<file path="src/verilog/riscv_config.svh">
`ifndef RISCV_CONFIG_SVH
`define RISCV_CONFIG_SVH

// datapath and address width
`define RISCV_XLEN 32

`define RISCV_REG_COUNT 32
`define RISCV_REG_ADDR_W 5

// first fetch after reset
`define RISCV_RESET_PC 0
`define RISCV_INSTR_STEP 4

`endif

</file>
<file path="src/verilog/riscv_pkg.sv">
`include "riscv_config.svh"

package riscv_pkg;

  typedef logic [`RISCV_XLEN-1:0] word_t;
  typedef logic [`RISCV_REG_ADDR_W-1:0] reg_addr_t;

  // decoded instruction class
  typedef enum logic [3:0] {
    op_lui,
    op_auipc,
    op_jal,
    op_jalr,
    op_branch,
    op_alu,
    op_load,
    op_store,
    op_system,
    op_illegal
  } opcode_t;

  // arithmetic ops first, then branch compares
  typedef enum logic [3:0] {
    alu_add, alu_sub, alu_xor, alu_or, alu_and,
    alu_sll, alu_srl, alu_sra, alu_slt, alu_sltu,
    alu_eq, alu_ne, alu_lt, alu_ge, alu_ltu, alu_geu
  } alu_op_t;

  typedef enum logic [2:0] {
    st_fetch,
    st_wait_instr,
    st_execute,
    st_finish_load,
    st_finish_store,
    st_check_pc,
    st_reg_write,
    st_trap
  } cpu_state_t;

endpackage

</file>
<file path="src/verilog/riscv_decoder.sv">
module riscv_decoder import riscv_pkg::*; (
  input  word_t     instr,
  output opcode_t   opcode,
  output alu_op_t   alu_op,
  output reg_addr_t rd,
  output reg_addr_t rs1,
  output reg_addr_t rs2,
  output word_t     immediate,
  output logic      instr_valid
);

  logic [2:0] funct3;
  logic [6:0] funct7;
  word_t imm_i;
  word_t imm_s;
  word_t imm_b;
  word_t imm_u;
  word_t imm_j;
  word_t shamt;

  assign funct3 = instr[14:12];
  assign funct7 = instr[31:25];
  assign rd = instr[11:7];
  assign rs1 = instr[19:15];
  assign rs2 = instr[24:20];

  // sign-extended immediate formats
  assign imm_i = {{20{instr[31]}}, instr[31:20]};
  assign imm_s = {{20{instr[31]}}, instr[31:25], instr[11:7]};
  assign imm_b = {{19{instr[31]}}, instr[31], instr[7], instr[30:25], instr[11:8], 1'b0};
  assign imm_u = {instr[31:12], 12'b0};
  assign imm_j = {{11{instr[31]}}, instr[31], instr[19:12], instr[20], instr[30:21], 1'b0};
  assign shamt = {27'b0, instr[24:20]};

  always_comb begin
    opcode = op_illegal;
    alu_op = alu_add;
    immediate = imm_i;
    case (instr[6:0])
      7'b0110111: begin
        opcode = op_lui;
        immediate = imm_u;
      end
      7'b0010111: begin
        opcode = op_auipc;
        immediate = imm_u;
      end
      7'b1101111: begin
        opcode = op_jal;
        immediate = imm_j;
      end
      7'b1100111: begin
        if (funct3 == 3'b000) begin
          opcode = op_jalr;
        end
      end
      7'b1100011: begin
        immediate = imm_b;
        opcode = op_branch;
        case (funct3)
          3'b000: alu_op = alu_eq;
          3'b001: alu_op = alu_ne;
          3'b100: alu_op = alu_lt;
          3'b101: alu_op = alu_ge;
          3'b110: alu_op = alu_ltu;
          3'b111: alu_op = alu_geu;
          default: opcode = op_illegal;
        endcase
      end
      // word access only
      7'b0000011: begin
        if (funct3 == 3'b010) begin
          opcode = op_load;
        end
      end
      7'b0100011: begin
        immediate = imm_s;
        if (funct3 == 3'b010) begin
          opcode = op_store;
        end
      end
      7'b0010011, 7'b0110011: begin
        opcode = op_alu;
        case (funct3)
          3'b000: alu_op = (instr[5] && funct7[5]) ? alu_sub : alu_add;
          3'b001: alu_op = alu_sll;
          3'b010: alu_op = alu_slt;
          3'b011: alu_op = alu_sltu;
          3'b100: alu_op = alu_xor;
          3'b101: alu_op = funct7[5] ? alu_sra : alu_srl;
          3'b110: alu_op = alu_or;
          default: alu_op = alu_and;
        endcase
        if (!instr[5] && (funct3 == 3'b001 || funct3 == 3'b101)) begin
          immediate = shamt;
        end
        // funct7 matters for register forms and immediate shifts
        if ((instr[5] || funct3 == 3'b001 || funct3 == 3'b101) &&
            funct7 != 7'b0000000 &&
            !(funct7 == 7'b0100000 && (funct3 == 3'b101 || (instr[5] && funct3 == 3'b000)))) begin
          opcode = op_illegal;
        end
      end
      7'b1110011: begin
        if (instr == 32'h0000_0073 || instr == 32'h0010_0073) begin
          opcode = op_system;
        end
      end
      default: opcode = op_illegal;
    endcase
  end

  assign instr_valid = (opcode != op_illegal);

endmodule

</file>
<file path="src/verilog/riscv_alu.sv">
module riscv_alu import riscv_pkg::*; (
  input  word_t   alu_a,
  input  word_t   alu_b,
  input  alu_op_t alu_op,
  output word_t   alu_result,
  output logic    branch_taken
);

  logic [4:0] shamt;

  assign shamt = alu_b[4:0];

  always_comb begin
    alu_result = '0;
    case (alu_op)
      alu_add:  alu_result = alu_a + alu_b;
      alu_sub:  alu_result = alu_a - alu_b;
      alu_xor:  alu_result = alu_a ^ alu_b;
      alu_or:   alu_result = alu_a | alu_b;
      alu_and:  alu_result = alu_a & alu_b;
      alu_sll:  alu_result = alu_a << shamt;
      alu_srl:  alu_result = alu_a >> shamt;
      alu_sra:  alu_result = word_t'($signed(alu_a) >>> shamt);
      alu_slt:  alu_result = word_t'($signed(alu_a) < $signed(alu_b));
      alu_sltu: alu_result = word_t'(alu_a < alu_b);
      default:  alu_result = '0;
    endcase
  end

  // compares only, arithmetic ops never branch
  always_comb begin
    case (alu_op)
      alu_eq:  branch_taken = (alu_a == alu_b);
      alu_ne:  branch_taken = (alu_a != alu_b);
      alu_lt:  branch_taken = ($signed(alu_a) < $signed(alu_b));
      alu_ge:  branch_taken = ($signed(alu_a) >= $signed(alu_b));
      alu_ltu: branch_taken = (alu_a < alu_b);
      alu_geu: branch_taken = (alu_a >= alu_b);
      default: branch_taken = 1'b0;
    endcase
  end

endmodule

</file>
<file path="src/verilog/riscv_regfile.sv">
`include "riscv_config.svh"

module riscv_regfile import riscv_pkg::*; (
  input  logic      clk,
  input  logic      reg_we,
  input  reg_addr_t reg_waddr,
  input  word_t     reg_wdata,
  input  reg_addr_t rs1,
  input  reg_addr_t rs2,
  output word_t     rs1_data,
  output word_t     rs2_data
);

  word_t regs [`RISCV_REG_COUNT];

  always_ff @(posedge clk) begin
    if (reg_we && reg_waddr != '0) begin
      regs[reg_waddr] <= reg_wdata;
    end
  end

  // x0 slot is never written, so force zero on read
  assign rs1_data = (rs1 == '0) ? '0 : regs[rs1];
  assign rs2_data = (rs2 == '0) ? '0 : regs[rs2];

endmodule

</file>
<file path="src/verilog/riscv_control.sv">
`include "riscv_config.svh"

module riscv_control import riscv_pkg::*; (
  input  logic      clk,
  input  logic      reset,
  output logic      mem_valid,
  output logic      mem_instr,
  input  logic      mem_ready,
  output word_t     mem_addr,
  output word_t     mem_wdata,
  output logic [3:0] mem_wstrb,
  input  word_t     mem_rdata,
  output logic      trap,
  output word_t     instr,
  input  opcode_t   opcode,
  input  alu_op_t   alu_op,
  input  reg_addr_t rd,
  input  word_t     immediate,
  input  logic      instr_valid,
  input  word_t     rs1_data,
  input  word_t     rs2_data,
  output word_t     alu_a,
  output word_t     alu_b,
  output alu_op_t   alu_op_sel,
  input  word_t     alu_result,
  input  logic      branch_taken,
  output logic      reg_we,
  output reg_addr_t reg_waddr,
  output word_t     reg_wdata
);

  cpu_state_t state;
  word_t pc;
  word_t next_pc;
  word_t wb_data;
  word_t pc_step;
  word_t branch_target;
  logic reg_form;

  // bit 5 separates register from immediate ALU forms
  assign reg_form = instr[5];
  assign pc_step = pc + word_t'(`RISCV_INSTR_STEP);
  assign branch_target = branch_taken ? pc + immediate : pc_step;

  // auipc and jal add to pc, everything else works from rs1
  always_comb begin
    alu_a = rs1_data;
    alu_b = immediate;
    alu_op_sel = alu_add;
    case (opcode)
      op_auipc, op_jal: alu_a = pc;
      op_alu: begin
        alu_b = reg_form ? rs2_data : immediate;
        alu_op_sel = alu_op;
      end
      op_branch: begin
        alu_b = rs2_data;
        alu_op_sel = alu_op;
      end
      default: alu_op_sel = alu_add;
    endcase
  end

  // rd stays valid since instr is held until the next fetch
  assign reg_we = (state == st_reg_write);
  assign reg_waddr = rd;
  assign reg_wdata = wb_data;

  always_ff @(posedge clk) begin
    if (reset) begin
      state <= st_fetch;
      pc <= word_t'(`RISCV_RESET_PC);
      next_pc <= word_t'(`RISCV_RESET_PC);
      mem_valid <= 1'b0;
      mem_instr <= 1'b0;
      mem_wstrb <= 4'b0000;
      trap <= 1'b0;
    end else begin
      case (state)
        st_fetch: begin
          mem_valid <= 1'b1;
          mem_instr <= 1'b1;
          mem_wstrb <= 4'b0000;
          mem_addr <= next_pc;
          pc <= next_pc;
          state <= st_wait_instr;
        end
        st_wait_instr: begin
          if (mem_ready) begin
            mem_valid <= 1'b0;
            instr <= mem_rdata;
            state <= st_execute;
          end
        end
        st_execute: begin
          next_pc <= pc_step;
          wb_data <= alu_result;
          if (!instr_valid) begin
            state <= st_trap;
          end else begin
            case (opcode)
              op_alu, op_auipc: state <= st_reg_write;
              op_lui: begin
                wb_data <= immediate;
                state <= st_reg_write;
              end
              // raw jalr sum, so an odd target traps in st_check_pc
              op_jal, op_jalr: begin
                next_pc <= alu_result;
                wb_data <= pc_step;
                state <= st_check_pc;
              end
              op_branch: begin
                next_pc <= branch_target;
                state <= st_check_pc;
              end
              op_load, op_store: begin
                if (alu_result[1:0] != 2'b00) begin
                  state <= st_trap;
                end else begin
                  mem_valid <= 1'b1;
                  mem_instr <= 1'b0;
                  mem_addr <= alu_result;
                  mem_wdata <= rs2_data;
                  mem_wstrb <= (opcode == op_store) ? 4'b1111 : 4'b0000;
                  state <= (opcode == op_store) ? st_finish_store : st_finish_load;
                end
              end
              default: state <= st_trap;
            endcase
          end
        end
        st_finish_load: begin
          if (mem_ready) begin
            mem_valid <= 1'b0;
            wb_data <= mem_rdata;
            state <= st_reg_write;
          end
        end
        st_finish_store: begin
          if (mem_ready) begin
            mem_valid <= 1'b0;
            state <= st_fetch;
          end
        end
        st_check_pc: begin
          if (next_pc[1:0] != 2'b00) begin
            state <= st_trap;
          end else begin
            state <= (opcode == op_branch) ? st_fetch : st_reg_write;
          end
        end
        st_reg_write: state <= st_fetch;
        st_trap: trap <= 1'b1;
        default: state <= st_trap;
      endcase
    end
  end

endmodule

</file>
<file path="src/verilog/riscv.sv">
module riscv import riscv_pkg::*; (
  input  logic       clk,
  input  logic       reset,
  output logic       mem_valid,
  output logic       mem_instr,
  input  logic       mem_ready,
  output word_t      mem_addr,
  output word_t      mem_wdata,
  output logic [3:0] mem_wstrb,
  input  word_t      mem_rdata,
  output logic       trap
);

  word_t instr;
  opcode_t opcode;
  alu_op_t alu_op;
  alu_op_t alu_op_sel;
  reg_addr_t rd;
  reg_addr_t rs1;
  reg_addr_t rs2;
  word_t immediate;
  logic instr_valid;
  word_t rs1_data;
  word_t rs2_data;
  word_t alu_a;
  word_t alu_b;
  word_t alu_result;
  logic branch_taken;
  logic reg_we;
  reg_addr_t reg_waddr;
  word_t reg_wdata;

  riscv_control control_inst (.*);

  riscv_decoder decoder_inst (.*);

  riscv_alu alu_inst (
    .alu_a(alu_a),
    .alu_b(alu_b),
    .alu_op(alu_op_sel),
    .alu_result(alu_result),
    .branch_taken(branch_taken)
  );

  riscv_regfile regfile_inst (.*);

endmodule

</file>
<file path="config.mk">
export PLATFORM = sky130hd
export DESIGN_NAME = riscv
export DESIGN_NICKNAME = d
export VERILOG_FILES = /design/src/verilog/riscv_pkg.sv /design/src/verilog/riscv_decoder.sv /design/src/verilog/riscv_alu.sv /design/src/verilog/riscv_regfile.sv /design/src/verilog/riscv_control.sv /design/src/verilog/riscv.sv
export VERILOG_INCLUDE_DIRS = /design/src /design/src/verilog
export SDC_FILE = /design/constraint.sdc
export NUM_CORES = 2
export LEC_CHECK = 0
export ABC_AREA = 1
export BUFFER_PORTS_ARGS = -buffer_cell sky130_fd_sc_hd__buf_2
export CELL_PAD_IN_SITES_DETAIL_PLACEMENT = 1
export CELL_PAD_IN_SITES_GLOBAL_PLACEMENT = 2
export CORE_MARGIN = 2
export CORE_UTILIZATION = 34
export CTS_CLUSTER_DIAMETER = 200
export DETAILED_ROUTE_END_ITERATION = 10
export GPL_TIMING_DRIVEN = 0
export PLACE_DENSITY = 0.8
export SLEW_MARGIN = 20
export SYNTH_ARGS = -nofsm -noshare
export SYNTH_HDL_FRONTEND = slang
export SYNTH_HIERARCHICAL = 1
export SYNTH_SLANG_ARGS = --single-unit
</file>
<file path="constraint.sdc">
create_clock -name clk -period 18.23 [get_ports clk]
set_input_delay 1.823 -clock clk [delete_from_list [all_inputs] [get_ports clk]]
set_output_delay 1.823 -clock clk [all_outputs]
set_load 0.05 [all_outputs]
</file>
==> results.sh <==
export IMPL_die_height_um=475
export IMPL_cts_root_buf="clkbuf_16"
export IMPL_syn_cell_area_um2=75300
export IMPL_cts_tree="yes"
export IMPL_hold_viol=0
export IMPL_fin_crit_sh_pct=65.2
export IMPL_setup_viol=0
export IMPL_rsz0062_at_grt="false"
export IMPL_final_util_pct=40.0
export IMPL_end_kind="flop"
export IMPL_h_tree_depth=4
export IMPL_wl_um=553000
export IMPL_cp_max_fo=11
export IMPL_max_stage_delay_ns=1.07
export IMPL_synth_warnings=6
export IMPL_wl_met1_um=207000
export IMPL_die_area_um2=225000
export IMPL_clk_latency_ns=0.87
export IMPL_synth_top_area_cell="edfxtp_1"
export IMPL_grt_util_all_layers_pct=47.9
export IMPL_setup_tns_final_ns=0
export IMPL_vias=83900
export IMPL_numPortBuffers=104
export IMPL_holdBufCountCts=0
export IMPL_seqPwrFrac_pct=39.3
export IMPL_post_cts_resized=0
export IMPL_synth_area_leaders="edfxtp_1, nand2_1, nand3_1"
export IMPL_die_w_um=475
export IMPL_crit_top_cell="nand2_1"
export IMPL_cp_arrival_ns=12.67
export IMPL_cts_buffer_depth=3
export IMPL_viasPerCell=6.20
export IMPL_synthFlopType="edfxtp_1"
export IMPL_clk_pin_slew_ns=0.07
export IMPL_pwr_density_cell_nw_per_um2=92.1
export IMPL_finalNetCount=10600
export IMPL_cts_inserted_buffers=149
export IMPL_fin_area_um2=87900
export IMPL_max_slew_margin_rel_pct=5.47
export IMPL_dp_hpwl_um=444000
export IMPL_avgSynthCellArea_um2=7.57
export IMPL_cpMaxStageDelayCell="nor2_1"
export IMPL_layout_min_cycle_time_ns=11.89
export IMPL_p_int_uw=5210
export IMPL_swShare_pct=35.7
export IMPL_syn_to_final_growth_pct=16.7
export IMPL_place_area_um2=82800
export IMPL_avgRoutedWirePerCell_um=40.9
export IMPL_synth_edf_count=1152
export IMPL_drv_cap=0
export IMPL_r2r_end="control_inst/next_pc[18]$_SDFFE_PP0P_"
export IMPL_reg2reg_slack_ns=6.34
export IMPL_grt_max_degree=21
export IMPL_grt_pass1_vias=79000
export IMPL_yosysUniqueCellTypes=61
export IMPL_worst_pin_slew_ns=1.41
export IMPL_peakVddDrop_uv=107
export IMPL_post_cts_buffers=0
export IMPL_dr_first_iter_drc_count=13600
export IMPL_ys_seq_elements=1223
export IMPL_rr_worst_depth=38
export IMPL_hp_class="reg2reg"
export IMPL_status="finished clean"
export IMPL_ios=106
export IMPL_grt_pass1_wl_um=718000
export IMPL_first_pass_iters=6
export IMPL_seq_area_frac_synth_pct=47.8
export IMPL_power_leakage_uw=0.0362
export IMPL_start_kind="flop"
export IMPL_power_frac_clock_pct=38.1
export IMPL_synth_top_area_share_pct=46.0
export IMPL_r2r_start="control_inst/instr[23]$_DFFE_PP_"
export IMPL_routed_top_layer="met5"
export IMPL_min_to="control_inst/next_pc[10]$_SDFFE_PP0P_"
export IMPL_synth_cells=9951
export IMPL_antenna_left=0
export IMPL_timing_fmax_mhz=84.1
export IMPL_place_gp_congestion=1.12
export IMPL_power_frac_comb_pct=22.6
export IMPL_antenna_found_initial=69
export IMPL_crit_type="reg2reg"
export IMPL_hold_depth=2
export IMPL_start_util_pct=34.2
export IMPL_drv_slew=0
export IMPL_drive_above_1_share_pct=9.68
export IMPL_overflow=0
export IMPL_worstHoldStart="control_inst/next_pc[10]$_SDFFE_PP0P_"
export IMPL_cts_sinks=1223
export IMPL_power_switching_uw=2880
export IMPL_critPathRequiredTime_ns=19.01
export IMPL_wl_met3_um=71100
export IMPL_remaining_drc_errors=0
export IMPL_ys_async_sr_fraction_pct=0
export IMPL_rows=172
export IMPL_finClkSkew_ns=0.100
export IMPL_wl_met2_um=221000
export IMPL_coreArea_um2=220000
[cell usage in the layout, fill, tap and decap left out, types with 130 or more instances in the layout]
cell type / netlist / layout
a21oi_1: 506 / 501
buf_2: 223 / 344
clkbuf_1: 253 / 260
clkbuf_16: 0 / 149
edfxtp_1: 1152 / 1152
ha_1: 130 / 130
inv_1: 571 / 571
nand2_1: 3335 / 3335
nand3_1: 1326 / 1323
nor2_1: 1076 / 1032
o21ai_0: 595 / 564
[layer usage]
layer / up-vias / GRT usage [%]
met5: - / 0
met4: 32 / 39.8
met3: 1473 / 16.8
met2: 6098 / 66.4
met1: 42100 / 59.2
li1: 34200 / -
[cell usage after synthesis, types with 20 or more instances]
cell / n
dfxtp_1: 71
buf_1: 74
o211ai_1: 52
inv_2: 43
o21ai_0: 595
buf_6: 20
ha_1: 130
clkbuf_1: 253
buf_4: 49
nand4_1: 37
edfxtp_1: 1152
nand3_1: 1326
nor3_1: 76
inv_1: 571
nand2_1: 3335
o22ai_1: 64
o21a_1: 20
buf_2: 223
o21ai_1: 55
nor2_1: 1076
a21oi_1: 506
[sequential cells by signal, summed over array words and instances, names as in the netlist]
register	flops
control_inst/pc	32
control_inst/state	3
control_inst/mem_wstrb	1
control_inst/mem_wdata	32
control_inst/next_pc	32
control_inst/reg_wdata	32
control_inst/trap	1
control_inst/instr	32
control_inst/mem_valid	1
control_inst/mem_addr	32
control_inst/mem_instr	1
regfile_inst/regs	1024
[stage by stage]
stage / total power [uW] / hold slack [ns] / std cells / setup slack [ns]
finish: 8090 / 0.494 / 13500 / 6.34
global route: 8210 / 0.515 / 13500 / 6.80
CTS: 7980 / 0.495 / 13500 / 7.16
detailed placement: 4950 / 0.484 / 13200 / 7.24
global placement: 4900 / 0.464 / 13000 / 2.31
floorplan: 4020 / 0.444 / 9982 / 10.18
[cell type report]
| type | count | area [um2] |
|---|---|---|
| Buffer | 619 | 2980 |
| Tap cell | 2958 | 3700 |
| Clock inverter | 87 | 1050 |
| Sequential cell | 1223 | 36000 |
| Antenna cell | 42 | 105 |
| Inverter | 616 | 2310 |
| Timing Repair Buffer | 262 | 3300 |
| Fill cell | 26900 | 132000 |
| Multi-Input combinational cell | 7524 | 34500 |
| Clock buffer | 186 | 3890 |
[kinds of logic (layout without fill, tap and decap cells)]
family	Yosys count	after routing	synth area share, %
other	1	74	0.00498
adder cells (fa/ha/maj)	133	133	2.24
flip-flops	1223	1223	47.8
buffers and inverters	1235	1770	6.97
XOR/XNOR	20	20	0.233
AND/OR/NAND/NOR	5988	5988	33.1
AO/OA/AOI/OAI	1351	1351	9.62
[worst max-delay path, delay by kind of cell, from the launching register on]
family / cells / cell delay (ns)
flip-flops: 1 / 0.64
AND/OR/NAND/NOR: 22 / 4.67
AO/OA/AOI/OAI: 5 / 2.39
buffers and inverters: 10 / 3.77
adder cells (fa/ha/maj): 1 / 0.32
[how the worst max path moves through the flow]
| stage | startpoint | end | depth (start not counted) |
|---|---|---|---|
| 6_report | control_inst/instr[23]$_DFFE_PP_ | control_inst/next_pc[18]$_SDFFE_PP0P_ | 38 |
| 5_1_grt | control_inst/instr[23]$_DFFE_PP_ | control_inst/mem_wdata[28]$_DFFE_PP_ | 40 |
| 4_1_cts | control_inst/instr[23]$_DFFE_PP_ | control_inst/mem_wdata[28]$_DFFE_PP_ | 40 |
| 3_5_place_dp | control_inst/instr[23]$_DFFE_PP_ | control_inst/next_pc[18]$_SDFFE_PP0P_ | 38 |
| 3_3_place_gp | control_inst/instr[22]$_DFFE_PP_ | control_inst/mem_wdata[31]$_DFFE_PP_ | 34 |
| 2_1_floorplan | control_inst/instr[4]$_DFFE_PP_ | control_inst/mem_wdata[0]$_DFFE_PP_ | 35 |
[power groups by stage]
stage	combinational (uW)	sequential, uW	clock [uW]
floorplan	788	3230	0
global placement	1630	3270	0
detailed placement	1720	3230	0
CTS	1720	3180	3080
global route	1850	3180	3180
finish	1830	3180	3080
(Power assumes the default switching activity.)
